`src/hdl/rv_decode_pkg.sv`:
```
// RV32IM decode definitions
package rv_decode_pkg;

    localparam int XLEN          = 32;
    localparam int REG_ADDR_W    = 5;
    localparam int DEC_PAYLOAD_W = 16;

    // major opcodes
    localparam logic [6:0] OPC_LUI      = 7'b0110111;
    localparam logic [6:0] OPC_AUIPC    = 7'b0010111;
    localparam logic [6:0] OPC_JAL      = 7'b1101111;
    localparam logic [6:0] OPC_JALR     = 7'b1100111;
    localparam logic [6:0] OPC_BRANCH   = 7'b1100011;
    localparam logic [6:0] OPC_LOAD     = 7'b0000011;
    localparam logic [6:0] OPC_STORE    = 7'b0100011;
    localparam logic [6:0] OPC_OP_IMM   = 7'b0010011;
    localparam logic [6:0] OPC_OP       = 7'b0110011;
    localparam logic [6:0] OPC_MISC_MEM = 7'b0001111;
    localparam logic [6:0] OPC_SYSTEM   = 7'b1110011;

    localparam logic [6:0] F7_BASE   = 7'b0000000;
    localparam logic [6:0] F7_ALT    = 7'b0100000;
    localparam logic [6:0] F7_MULDIV = 7'b0000001;

    // whole-word encodings, matched exactly
    localparam logic [31:0] INST_NOP    = 32'h0000_0013;
    localparam logic [31:0] INST_ECALL  = 32'h0000_0073;
    localparam logic [31:0] INST_EBREAK = 32'h0010_0073;
    localparam logic [31:0] INST_MRET   = 32'h3020_0073;
    localparam logic [31:0] INST_DRET   = 32'h7b20_0073;

    typedef struct packed {
        logic [6:0]            funct7;
        logic [REG_ADDR_W-1:0] rs2;
        logic [REG_ADDR_W-1:0] rs1;
        logic [2:0]            funct3;
        logic [REG_ADDR_W-1:0] rd;
        logic [6:0]            opcode;
    } inst_t;

    typedef enum logic [2:0] {
        GRP_NONE   = 3'd0,
        GRP_ALU    = 3'd1,
        GRP_BJP    = 3'd2,
        GRP_MEM    = 3'd3,
        GRP_MULDIV = 3'd4,
        GRP_SYS    = 3'd5
    } dec_grp_e;

    // each group payload is padded up to DEC_PAYLOAD_W
    typedef struct packed {
        logic [1:0] pad;
        logic lui, auipc, add, sub, sll, slt, sltu;
        logic xor_, srl, sra, or_, and_;
        logic op2imm, op1pc;
    } alu_info_t;

    typedef struct packed {
        logic [7:0] pad;
        logic jump, beq, bne, blt, bge, bltu, bgeu, op1rs1;
    } bjp_info_t;

    typedef struct packed {
        logic [5:0] pad;
        logic lb, lh, lw, lbu, lhu, sb, sh, sw;
        logic op_load, op_store;
    } mem_info_t;

    typedef struct packed {
        logic [5:0] pad;
        logic mul, mulh, mulhsu, mulhu, div, divu, rem, remu;
        logic op_mul, op_div;
    } muldiv_info_t;

    typedef struct packed {
        logic [9:0] pad;
        logic ecall, ebreak, nop, mret, dret, fence;
    } sys_info_t;

    typedef union packed {
        alu_info_t    alu;
        bjp_info_t    bjp;
        mem_info_t    mem;
        muldiv_info_t muldiv;
        sys_info_t    sys;
    } dec_payload_u;

    typedef struct packed {
        dec_grp_e     grp;
        dec_payload_u payload;
    } dec_info_t;

    typedef struct packed {
        logic                  rs1_re;
        logic [REG_ADDR_W-1:0] rs1_addr;
        logic                  rs2_re;
        logic [REG_ADDR_W-1:0] rs2_addr;
        logic                  rd_we;
        logic [REG_ADDR_W-1:0] rd_addr;
    } reg_ctrl_t;

    typedef struct packed {
        logic [XLEN-1:0] inst_addr;
        logic [XLEN-1:0] imm;
        dec_info_t       info;
        reg_ctrl_t       regs;
        logic            illegal;
    } dec_out_t;

endpackage
```
`src/hdl/rv_decode_top.sv`:
```
// decode stage top level
`timescale 1ns/1ps

module rv_decode_top import rv_decode_pkg::*; (
    input  logic            clk,
    input  logic            rst_n_i,
    input  logic            inst_valid_i,
    input  inst_t           inst_i,
    input  logic [XLEN-1:0] inst_addr_i,
    output logic            dec_valid_o,
    output dec_out_t        dec_o
);

    logic [XLEN-1:0] imm;
    dec_info_t       info;
    logic            illegal;
    reg_ctrl_t       regs;
    dec_out_t        dec_d;

    imm_gen u_imm_gen (
        .inst_i (inst_i),
        .imm_o  (imm)
    );

    inst_classify u_inst_classify (
        .inst_i    (inst_i),
        .info_o    (info),
        .illegal_o (illegal)
    );

    // system ops touch no GPR, so the group feeds the rs1 rule
    reg_access u_reg_access (
        .inst_i (inst_i),
        .grp_i  (info.grp),
        .regs_o (regs)
    );

    always_comb begin
        dec_d.inst_addr = inst_addr_i;
        dec_d.imm       = imm;
        dec_d.info      = info;
        dec_d.regs      = regs;
        dec_d.illegal   = illegal;
    end

    // one-cycle output stage, bubbles leave an all-zero result
    always_ff @(posedge clk) begin
        if (!rst_n_i) begin
            dec_valid_o <= 1'b0;
            dec_o       <= '0;
        end else begin
            dec_valid_o <= inst_valid_i;
            if (inst_valid_i) begin
                dec_o <= dec_d;
            end else begin
                dec_o <= '0;
            end
        end
    end

endmodule

```
`src/hdl/reg_access.sv`:
```
// register file access control
`timescale 1ns/1ps

module reg_access import rv_decode_pkg::*; (
    input  inst_t     inst_i,
    input  dec_grp_e  grp_i,
    output reg_ctrl_t regs_o
);

    logic no_rs1;
    logic acc_rs1;
    logic acc_rs2;
    logic writes_rd;
    logic wr_rd;

    // upper-immediate ops and jal take no source register
    assign no_rs1  = (inst_i.opcode == OPC_LUI) |
                     (inst_i.opcode == OPC_AUIPC) |
                     (inst_i.opcode == OPC_JAL);
    assign acc_rs1 = ~no_rs1 & (grp_i != GRP_SYS);

    assign acc_rs2 = (inst_i.opcode == OPC_OP) |
                     (inst_i.opcode == OPC_STORE) |
                     (inst_i.opcode == OPC_BRANCH);

    assign writes_rd = (inst_i.opcode == OPC_LUI) |
                       (inst_i.opcode == OPC_AUIPC) |
                       (inst_i.opcode == OPC_JAL) |
                       ((inst_i.opcode == OPC_JALR) & (inst_i.funct3 == 3'b000)) |
                       (inst_i.opcode == OPC_LOAD) |
                       ((inst_i.opcode == OPC_OP_IMM) & (inst_i != INST_NOP)) |
                       (inst_i.opcode == OPC_OP);

    // x0 is never written
    assign wr_rd = writes_rd & (inst_i.rd != '0);

    always_comb begin
        regs_o.rs1_re   = acc_rs1 & (inst_i.rs1 != '0);
        regs_o.rs1_addr = acc_rs1 ? inst_i.rs1 : '0;
        regs_o.rs2_re   = acc_rs2 & (inst_i.rs2 != '0);
        regs_o.rs2_addr = acc_rs2 ? inst_i.rs2 : '0;
        regs_o.rd_we    = wr_rd;
        regs_o.rd_addr  = wr_rd ? inst_i.rd : '0;
    end

endmodule

```
`src/hdl/inst_classify.sv`:
```
// instruction classifier
`timescale 1ns/1ps

module inst_classify import rv_decode_pkg::*; (
    input  inst_t     inst_i,
    output dec_info_t info_o,
    output logic      illegal_o
);

    logic         op_lui;
    logic         op_auipc;
    logic         op_jal;
    logic         op_jalr;
    logic         op_branch;
    logic         op_load;
    logic         op_store;
    logic         op_imm;
    logic         op_reg;
    logic         op_misc;
    logic [7:0]   f3;
    logic         f7_base;
    logic         f7_alt;
    logic         f7_muldiv;
    logic         is_nop;
    alu_info_t    alu;
    bjp_info_t    bjp;
    mem_info_t    mem;
    muldiv_info_t md;
    sys_info_t    sys;
    logic         hit_alu;
    logic         hit_bjp;
    logic         hit_mem;
    logic         hit_md;
    logic         hit_sys;
    logic         slli_bad;

    assign op_lui    = (inst_i.opcode == OPC_LUI);
    assign op_auipc  = (inst_i.opcode == OPC_AUIPC);
    assign op_jal    = (inst_i.opcode == OPC_JAL);
    assign op_jalr   = (inst_i.opcode == OPC_JALR);
    assign op_branch = (inst_i.opcode == OPC_BRANCH);
    assign op_load   = (inst_i.opcode == OPC_LOAD);
    assign op_store  = (inst_i.opcode == OPC_STORE);
    assign op_imm    = (inst_i.opcode == OPC_OP_IMM);
    assign op_reg    = (inst_i.opcode == OPC_OP);
    assign op_misc   = (inst_i.opcode == OPC_MISC_MEM);

    // one-hot funct3
    assign f3        = 8'b1 << inst_i.funct3;
    assign f7_base   = (inst_i.funct7 == F7_BASE);
    assign f7_alt    = (inst_i.funct7 == F7_ALT);
    assign f7_muldiv = (inst_i.funct7 == F7_MULDIV);
    assign is_nop    = (inst_i == INST_NOP);

    // nop is addi x0,x0,0 but belongs to the system group
    always_comb begin
        alu        = '0;
        alu.lui    = op_lui;
        alu.auipc  = op_auipc;
        alu.add    = (op_imm & f3[0] & ~is_nop) | (op_reg & f3[0] & f7_base);
        alu.sub    = op_reg & f3[0] & f7_alt;
        alu.sll    = (op_imm | op_reg) & f3[1] & f7_base;
        alu.slt    = (op_imm & f3[2]) | (op_reg & f3[2] & f7_base);
        alu.sltu   = (op_imm & f3[3]) | (op_reg & f3[3] & f7_base);
        alu.xor_   = (op_imm & f3[4]) | (op_reg & f3[4] & f7_base);
        alu.srl    = (op_imm | op_reg) & f3[5] & f7_base;
        alu.sra    = (op_imm | op_reg) & f3[5] & f7_alt;
        alu.or_    = (op_imm & f3[6]) | (op_reg & f3[6] & f7_base);
        alu.and_   = (op_imm & f3[7]) | (op_reg & f3[7] & f7_base);
        alu.op2imm = op_imm | op_lui | op_auipc;
        alu.op1pc  = op_auipc;
    end

    always_comb begin
        bjp        = '0;
        bjp.jump   = op_jal | (op_jalr & f3[0]);
        bjp.beq    = op_branch & f3[0];
        bjp.bne    = op_branch & f3[1];
        bjp.blt    = op_branch & f3[4];
        bjp.bge    = op_branch & f3[5];
        bjp.bltu   = op_branch & f3[6];
        bjp.bgeu   = op_branch & f3[7];
        // jalr takes its base from rs1, jal from pc
        bjp.op1rs1 = op_jalr & f3[0];
    end

    always_comb begin
        mem          = '0;
        mem.lb       = op_load & f3[0];
        mem.lh       = op_load & f3[1];
        mem.lw       = op_load & f3[2];
        mem.lbu      = op_load & f3[4];
        mem.lhu      = op_load & f3[5];
        mem.sb       = op_store & f3[0];
        mem.sh       = op_store & f3[1];
        mem.sw       = op_store & f3[2];
        mem.op_load  = op_load;
        mem.op_store = op_store;
    end

    always_comb begin
        md        = '0;
        md.mul    = op_reg & f7_muldiv & f3[0];
        md.mulh   = op_reg & f7_muldiv & f3[1];
        md.mulhsu = op_reg & f7_muldiv & f3[2];
        md.mulhu  = op_reg & f7_muldiv & f3[3];
        md.div    = op_reg & f7_muldiv & f3[4];
        md.divu   = op_reg & f7_muldiv & f3[5];
        md.rem    = op_reg & f7_muldiv & f3[6];
        md.remu   = op_reg & f7_muldiv & f3[7];
        md.op_mul = op_reg & f7_muldiv & ~inst_i.funct3[2];
        md.op_div = op_reg & f7_muldiv & inst_i.funct3[2];
    end

    always_comb begin
        sys        = '0;
        sys.ecall  = (inst_i == INST_ECALL);
        sys.ebreak = (inst_i == INST_EBREAK);
        sys.nop    = is_nop;
        sys.mret   = (inst_i == INST_MRET);
        sys.dret   = (inst_i == INST_DRET);
        sys.fence  = op_misc & (f3[0] | f3[1]);
    end

    // op2imm and op1pc are qualifiers, not instructions
    assign hit_alu = |{alu.lui, alu.auipc, alu.add, alu.sub, alu.sll, alu.slt, alu.sltu,
                       alu.xor_, alu.srl, alu.sra, alu.or_, alu.and_};
    assign hit_bjp = |{bjp.jump, bjp.beq, bjp.bne, bjp.blt, bjp.bge, bjp.bltu, bjp.bgeu};
    assign hit_mem = |{mem.lb, mem.lh, mem.lw, mem.lbu, mem.lhu, mem.sb, mem.sh, mem.sw};
    assign hit_md  = md.op_mul | md.op_div;
    assign hit_sys = |{sys.ecall, sys.ebreak, sys.nop, sys.mret, sys.dret, sys.fence};

    always_comb begin
        if (hit_alu) begin
            info_o.grp = GRP_ALU;
        end else if (hit_bjp) begin
            info_o.grp = GRP_BJP;
        end else if (hit_mem) begin
            info_o.grp = GRP_MEM;
        end else if (hit_md) begin
            info_o.grp = GRP_MULDIV;
        end else if (hit_sys) begin
            info_o.grp = GRP_SYS;
        end else begin
            info_o.grp = GRP_NONE;
        end
        // hits are exclusive, so the masked OR leaves one payload
        info_o.payload = ({DEC_PAYLOAD_W{hit_alu}} & alu) |
                         ({DEC_PAYLOAD_W{hit_bjp}} & bjp) |
                         ({DEC_PAYLOAD_W{hit_mem}} & mem) |
                         ({DEC_PAYLOAD_W{hit_md}}  & md)  |
                         ({DEC_PAYLOAD_W{hit_sys}} & sys);
    end

    // shamt[5] set on RV32 shows up as funct7 = 0000001
    assign slli_bad  = op_imm & f3[1] & f7_muldiv;
    assign illegal_o = (info_o.grp == GRP_NONE) | slli_bad;

endmodule

```
`src/hdl/imm_gen.sv`:
```
// immediate generator
`timescale 1ns/1ps

module imm_gen import rv_decode_pkg::*; (
    input  inst_t           inst_i,
    output logic [XLEN-1:0] imm_o
);

    logic [31:0]     w;
    logic [7:0]      f3;
    logic            op_imm;
    logic            sel_u;
    logic            sel_j;
    logic            sel_jr;
    logic            sel_i;
    logic            sel_b;
    logic            sel_s;
    logic            sel_sh;
    logic [XLEN-1:0] imm_u;
    logic [XLEN-1:0] imm_j;
    logic [XLEN-1:0] imm_i;
    logic [XLEN-1:0] imm_b;
    logic [XLEN-1:0] imm_s;
    logic [XLEN-1:0] imm_sh;

    assign w      = inst_i;
    assign f3     = 8'b1 << inst_i.funct3;
    assign op_imm = (inst_i.opcode == OPC_OP_IMM);

    // candidate immediates, jalr shares the I format
    assign imm_u  = {w[31:12], 12'b0};
    assign imm_j  = {{12{w[31]}}, w[19:12], w[20], w[30:21], 1'b0};
    assign imm_i  = {{20{w[31]}}, w[31:20]};
    assign imm_b  = {{20{w[31]}}, w[7], w[30:25], w[11:8], 1'b0};
    assign imm_s  = {{20{w[31]}}, w[31:25], w[11:7]};
    assign imm_sh = {27'b0, w[24:20]};

    // format selects are mutually exclusive
    assign sel_u  = (inst_i.opcode == OPC_LUI) | (inst_i.opcode == OPC_AUIPC);
    assign sel_j  = (inst_i.opcode == OPC_JAL);
    assign sel_jr = (inst_i.opcode == OPC_JALR) & f3[0];
    assign sel_i  = (inst_i.opcode == OPC_LOAD) | (op_imm & (f3[0] | f3[2] | f3[3] | f3[4] |
                                                             f3[6] | f3[7]));
    assign sel_b  = (inst_i.opcode == OPC_BRANCH);
    assign sel_s  = (inst_i.opcode == OPC_STORE);
    // shamt forms, srai carries the alternate funct7
    assign sel_sh = op_imm & ((f3[1] & (inst_i.funct7 == F7_BASE)) |
                              (f3[5] & ((inst_i.funct7 == F7_BASE) | (inst_i.funct7 == F7_ALT))));

    assign imm_o = ({XLEN{sel_u}}          & imm_u)  |
                   ({XLEN{sel_j}}          & imm_j)  |
                   ({XLEN{sel_jr | sel_i}} & imm_i)  |
                   ({XLEN{sel_b}}          & imm_b)  |
                   ({XLEN{sel_s}}          & imm_s)  |
                   ({XLEN{sel_sh}}         & imm_sh);

endmodule

```
`config.mk`:
```
export PLATFORM = sky130hd
export DESIGN_NAME = rv_decode_top
export DESIGN_NICKNAME = d
export VERILOG_FILES = /design/src/hdl/rv_decode_pkg.sv /design/src/hdl/rv_decode_top.sv /design/src/hdl/reg_access.sv /design/src/hdl/inst_classify.sv /design/src/hdl/imm_gen.sv
export SDC_FILE = /design/constraint.sdc
export NUM_CORES = 1
export LEC_CHECK = 0
export BUFFER_PORTS_ARGS = -buffer_cell sky130_fd_sc_hd__buf_2
export CAP_MARGIN = 10
export CORE_ASPECT_RATIO = 1.1
export CORE_UTILIZATION = 45
export CTS_BUF_LIST = sky130_fd_sc_hd__clkbuf_4 sky130_fd_sc_hd__clkbuf_8 sky130_fd_sc_hd__clkbuf_16
export CTS_CLUSTER_SIZE = 16
export DETAILED_ROUTE_END_ITERATION = 10
export PLACE_DENSITY = 0.8
export SYNTH_ARGS = -nofsm -noshare
export SYNTH_HDL_FRONTEND = slang
export SYNTH_HIERARCHICAL = 1
export SYNTH_SLANG_ARGS = --single-unit
export TNS_END_PERCENT = 50
```
`constraint.sdc`:
```
create_clock -name clk -period 4.06 [get_ports clk]
set_input_delay 0.812 -clock clk [delete_from_list [all_inputs] [get_ports clk]]
set_output_delay 0.812 -clock clk [all_outputs]
set_load 0.1 [all_outputs]
```
==> results.py, run 1 <==
metrics = {
    "yosys": {
        "synthTopCellsByArea": "dfxtp_1 (46%), and3_1 (15%), a21o_1 (2.8%)",
        "ys_seq_area_share_pct": 45.80,
        "synth_seq_cells": 103,
        "syn_area_um2": 4502,
        "syn_area_per_cell_um2": 9.578,
        "yosys.area.top_type": "dfxtp_1",
        "ys_async_sr_fraction_pct": 0,
        "synth_warnings": 6,
        "synth_edf_count": 0,
        "synth-main-ff-cell": "dfxtp_1",
        "synth_cells": 470,
        "synth.most_common_cell": "and3_1",
        "synth_top_cell_area_share_pct": 45.80,
        "synth_common_cells": "and3_1 (107), dfxtp_1 (103), nand2_1 (22)",
        "ys_types": 70,
    },
    "place": {
        "gp_congestion": 0.9774,
        "dp_hpwl_um": 9833,
        "portBuffers": 169,
    },
    "setup_path": {
        "critical_path_peak_fanout": 18,
        "crit_arrival_ns": 3.18,
        "critical_path.endpoint": "dec_o[17]$_SDFF_PN0_",
        "worstSetupPathType": "in2reg",
        "crit_path_start": "inst_i[12]",
        "crit_path_start_kind": "primary input",
        "end_kind": "register",
        "cp.required_ns": 4.31,
    },
    "timing": {
        "period_minus_slack_ns": 2.930,
        "tns_ns": 0,
        "period_share_pct": 72.17,
        "finalSetupViolCount": 0,
        "max_slew.worst_pin.slew_ns": 1.161,
        "maxSlewViolCount": 0,
        "rsz0062_at_grt": "false",
        "relSlewSlack_pct": 22.60,
        "fmax_mhz": 341.3,
        "final_hold_viol_count": 0,
    },
    "status": {
        "status": "finished clean",
    },
    "clock_tree": {
        "cts_sinks": 103,
        "clockBufferDepth": 2,
        "root_buffer": "clkbuf_8",
        "clk_pin_slew_worst_paths_ns": 0.11,
        "cts-resized-gates": 0,
        "hold_buffers": 0,
        "htree_levels": 3,
        "cts_tree": "yes",
        "postCtsSetupRepairBufs": 0,
        "cts_buffers": 9,
    },
    "flow_run": {
        "maxCapViolations": 0,
    },
    "detailed_routing": {
        "first_pass_iters": 5,
        "routed_via_density": 5.662,
        "drt_first_iter_violations": 265,
        "drc_errors": 0,
        "wire_per_inst_um": 18.19,
        "vias": 4201,
        "ant_nets": 0,
        "wl_um": 13500,
    },
    "global_routing": {
        "grt_pass1_vias": 3983,
        "grt.overflow.total": 0,
        "grt_pass1_wl_um": 20760,
        "grt_max_degree": 104,
        "antenna_found_initial": 0,
        "track_usage_pct": 25.53,
    },
    "pwr": {
        "leakagePower_nw": 3.066,
        "vdd_ir_drop_max_uv": 197.3,
        "power_density_nw_per_um2": 372.6,
    },
    "final_layout": {
        "drive_above_1_share_pct": 34.88,
        "antenna_cells": 0,
        "finalNetCount": 687,
        "fin_util_pct": 57.91,
        "area_delta_synth_final_pct": 22.68,
    },
    "hold_path": {
        "hold_depth": 2,
        "min_path_type": "in2reg",
    },
    "floorplan": {
        "start_util_pct": 47.21,
        "rows": 37,
        "coreArea_um2": 9537,
        "die_height_um": 106.9,
        "die_w_um": 97.37,
        "dieArea_um2": 10410,
        "io_pins": 170,
    },
}
-- placed cells by master, fill, tap and decap left out, types with 3 or more instances in the layout --
| cell type | synthesis | layout |
|---|---|---|
| o211ai_1 | 4 | 4 |
| nand3_1 | 12 | 12 |
| nand2b_1 | 6 | 6 |
| a21oi_1 | 8 | 8 |
| and2_2 | 6 | 6 |
| a22o_1 | 4 | 4 |
| and3_1 | 107 | 107 |
| dfxtp_1 | 103 | 103 |
| o21ai_0 | 10 | 10 |
| and2_1 | 15 | 15 |
| a21boi_1 | 5 | 5 |
| nor4_2 | 3 | 3 |
| nand4_1 | 7 | 7 |
| nand2_1 | 22 | 22 |
| o31ai_1 | 4 | 4 |
| or4_1 | 5 | 5 |
| clkbuf_8 | 0 | 9 |
| a21o_1 | 17 | 17 |
| inv_1 | 4 | 4 |
| o21a_1 | 4 | 4 |
| nor3_1 | 8 | 8 |
| or3_1 | 3 | 3 |
| or4_4 | 4 | 4 |
| nor4_1 | 6 | 6 |
| buf_2 | 9 | 169 |
| nor2b_1 | 4 | 4 |
| buf_4 | 5 | 3 |
| nor2_1 | 16 | 16 |
-- worst min-delay path by stage --
stage / endpoint / slack [ns] / startpoint
2_1_floorplan: dec_o[100]$_SDFF_PN0_ / 0.97 / inst_addr_i[30]
3_3_place_gp: dec_o[98]$_SDFF_PN0_ / 1.05 / inst_addr_i[28]
3_5_place_dp: dec_o[95]$_SDFF_PN0_ / 1.05 / inst_addr_i[25]
4_1_cts: dec_o[95]$_SDFF_PN0_ / 0.66 / inst_addr_i[25]
5_1_grt: dec_o[98]$_SDFF_PN0_ / 0.66 / inst_addr_i[28]
6_report: dec_o[95]$_SDFF_PN0_ / 0.67 / inst_addr_i[25]
-- routing by layer --
| metal | wire (µm) | track usage, % | vias to the layer above |
|---|---|---|---|
| met5 | 0 | 0 | - |
| met4 | 334 | 10.61 | 0 |
| met3 | 920 | 5.606 | 24 |
| met2 | 6441 | 42.81 | 202 |
| met1 | 5798 | 31.73 | 1963 |
| li1 | - | - | 2012 |
-- final cells by class --
| class | instances | area, µm² |
|---|---|---|
| clock buffer | 9 | 123.9 |
| clock inverter | 7 | 91.34 |
| fill | 879 | 4014 |
| inverter | 4 | 15.01 |
| multi-input combinational | 329 | 2196 |
| sequential | 103 | 2062 |
| tap | 117 | 146.4 |
| timing repair buffer | 173 | 888.4 |
-- worst max-delay path: stages --
cell       delay, ns
buf_2           0.19
nor3_1          0.57
and4_1          0.35
nand3_1         0.17
o2111ai_1       0.38
nand2_1         0.10
o22a_1          0.25
and2_1          0.18
and3_1          0.17
-- cells by family (layout without fill, tap and decap cells) --
group	count (synthesis)	in the layout	synth area share [%]
AND/OR/NAND/NOR	245	245	34.55
XOR/XNOR	2	2	0.3892
flip-flops	103	103	45.80
other	1	2	0.08330
AO/OA/AOI/OAI	80	80	13.68
buffers and inverters	39	193	5.503
-- flip-flops by register name (all words and copies together) (netlist names) --
signal	cells
dec_o	102
dec_valid_o	1
-- metrics by stage --
stage / power [mW] / hold WS (ns) / area, µm² / setup slack (ns) / instances
after CTS: 2.070 / 0.6614 / 5503 / 1.196 / 741
after detailed placement: 1.399 / 1.054 / 5288 / 0.8141 / 725
after global routing: 2.139 / 0.6584 / 5523 / 0.9557 / 742
final: 2.058 / 0.6731 / 5523 / 1.130 / 742
after global placement: 1.398 / 1.050 / 5288 / 0.9505 / 725
after floorplan: 1.304 / 0.9712 / 4506 / 1.351 / 471
-- power breakdown --
part           internal [mW]  switching (mW)  leakage [nW]
Clock                  0.299           0.379         0.105
Combinational         0.0778           0.268          2.12
Sequential              1.03         0.00451         0.837
Power figures use the tool's default switching activity.
==> run 2: changes to the inputs <==
Settings changed: CORE_UTILIZATION 45 to 44, PLACE_DENSITY 0.8 to 0.82.
Clock period 4.06 ns to 2.4 ns, I/O delays scaled along.
==> results.py, run 2 (synthesis results as in run 1) <==
metrics = {
    "hold_path": {
        "min_path_type": "in2reg",
        "min_from": "inst_addr_i[23]",
        "holdPathEnd": "dec_o[93]$_SDFF_PN0_",
        "hold_depth": 2,
    },
    "floorplan": {
        "die_w_um": 98.45,
        "die_height_um": 108.1,
        "coreArea_um2": 9889,
        "io_pins": 170,
        "start_util_pct": 45.52,
        "dieArea_um2": 10640,
        "rows": 38,
    },
    "setup_path": {
        "critical_path_peak_fanout": 6,
        "crit_arrival_ns": 2.49,
        "cp.required_ns": 2.67,
        "cpMaxStageDelayCell": "or4_4",
        "end_kind": "register",
        "worst-path-buf-inv": 1,
        "critical_path.cell_chain": "buf_2 -> or4_4 -> nor3_1 -> nand3_1 -> o2111ai_1 -> nand2_1 -> o22a_1 -> and2_1 -> and3_1",
        "path_delay_family": "simple AND/OR/NAND/NOR gates",
        "worstSetupPathType": "in2reg",
        "crit_cells": 9,
        "cpPeakStageDelay_ns": 0.56,
        "crit_path_start_kind": "primary input",
        "crit_path_start": "inst_i[29]",
    },
    "global_routing": {
        "track_usage_pct": 25.48,
        "antenna_found_initial": 0,
        "grt_max_degree": 104,
        "grt_pass1_wl_um": 20840,
        "grt.overflow.total": 0,
        "grt_pass1_vias": 3982,
    },
    "clock_tree": {
        "htree_levels": 3,
        "clockBufferDepth": 2,
        "hold_buffers": 0,
        "root_buffer": "clkbuf_8",
        "postCtsSetupRepairBufs": 0,
        "cts-resized-gates": 0,
        "clk_pin_slew_worst_paths_ns": 0.10,
        "cts_sinks": 103,
        "cts_tree": "yes",
        "cts_buffers": 9,
    },
    "timing": {
        "fmax_mhz": 451.8,
        "period_share_pct": 92.22,
        "final_hold_viol_count": 0,
        "fin_ws_ns": 0.1867,
        "period_minus_slack_ns": 2.213,
        "maxSlewViolCount": 0,
        "finalSetupViolCount": 0,
        "relSlewSlack_pct": 64.22,
        "rsz0062_at_grt": "false",
        "hold_ws_ns": 0.3376,
        "max_slew.worst_pin.slew_ns": 0.5357,
    },
    "detailed_routing": {
        "ant_nets": 0,
        "drt_first_iter_violations": 351,
        "wire_per_inst_um": 16.91,
        "first_pass_iters": 8,
        "wl_um": 13580,
        "routed_via_density": 5.442,
        "vias": 4370,
        "drc_errors": 21,
    },
    "final_layout": {
        "final_common_cell": "buf_2",
        "top_register": "dec_o",
        "area_delta_synth_final_pct": 31.91,
        "antenna_cells": 0,
        "finalNetCount": 745,
        "drive_above_1_share_pct": 40.41,
        "top_regs": "dec_o x102, dec_valid_o x1",
        "largest_register_ffs": 102,
        "final_cell_mix": "buf_2 (169), and3_1 (107), dfxtp_1 (103), buf_4 (61), nand2_1 (22)",
        "design_area_um2": 5938,
    },
    "status": {
        "status": "complete, but fails checks",
        "violations": "design-rule violations",
    },
    "pwr": {
        "vdd_ir_drop_max_uv": 270.5,
        "leakagePower_nw": 3.329,
        "power_density_nw_per_um2": 579.1,
    },
    "place": {
        "placed_area_um2": 5747,
        "portBuffers": 169,
        "gp_congestion": 0.9456,
        "preCtsSetupSlack_ns": -0.1722,
        "dp_hpwl_um": 10290,
    },
    "flow_run": {
        "maxCapViolations": 0,
    },
}
[run 2: cell type report]
type,instances,area [µm²]
fill,898,3951
multi-input combinational,329,2196
sequential,103,2062
timing repair buffer,231,1324
tap,120,150.1
clock buffer,9,123.9
clock inverter,7,67.56
inverter,4,15.01
[run 2: routing by layer]
layer	vias up	global-route usage [%]	share of wire, %
met5	-	0	0
met3	14	4.913	7.6
met4	0	7.889	1.3
met2	195	43.11	47
met1	2037	33.00	44
li1	2124	-	-
[run 2: how the worst max path moves through the flow]
| stage | to |
|---|---|
| 3_5_place_dp | dec_o[17]$_SDFF_PN0_ |
| 4_1_cts | dec_o[17]$_SDFF_PN0_ |
| 6_report | dec_o[17]$_SDFF_PN0_ |
| 3_3_place_gp | dec_o[15]$_SDFF_PN0_ |
| 5_1_grt | dec_o[17]$_SDFF_PN0_ |
| 2_1_floorplan | dec_o[13]$_SDFF_PN0_ |
[run 2: metrics by stage]
step	cells	power (mW)	setup TNS, ns	util (%)
3_3_place_gp	787	2.419	-0.8060	58.11
3_5_place_dp	787	2.425	-0.9477	58.11
4_1_cts	803	3.461	0	60.05
6_report	803	3.439	0	60.05
2_1_floorplan	471	2.206	0	-
5_1_grt	803	3.581	0	60.05
[run 2: power breakdown]
part	total, mW	internal [mW]	switching (mW)
sequential	1.75	1.74	0.00808
combinational	0.638	0.177	0.461
clock	1.05	0.398	0.653
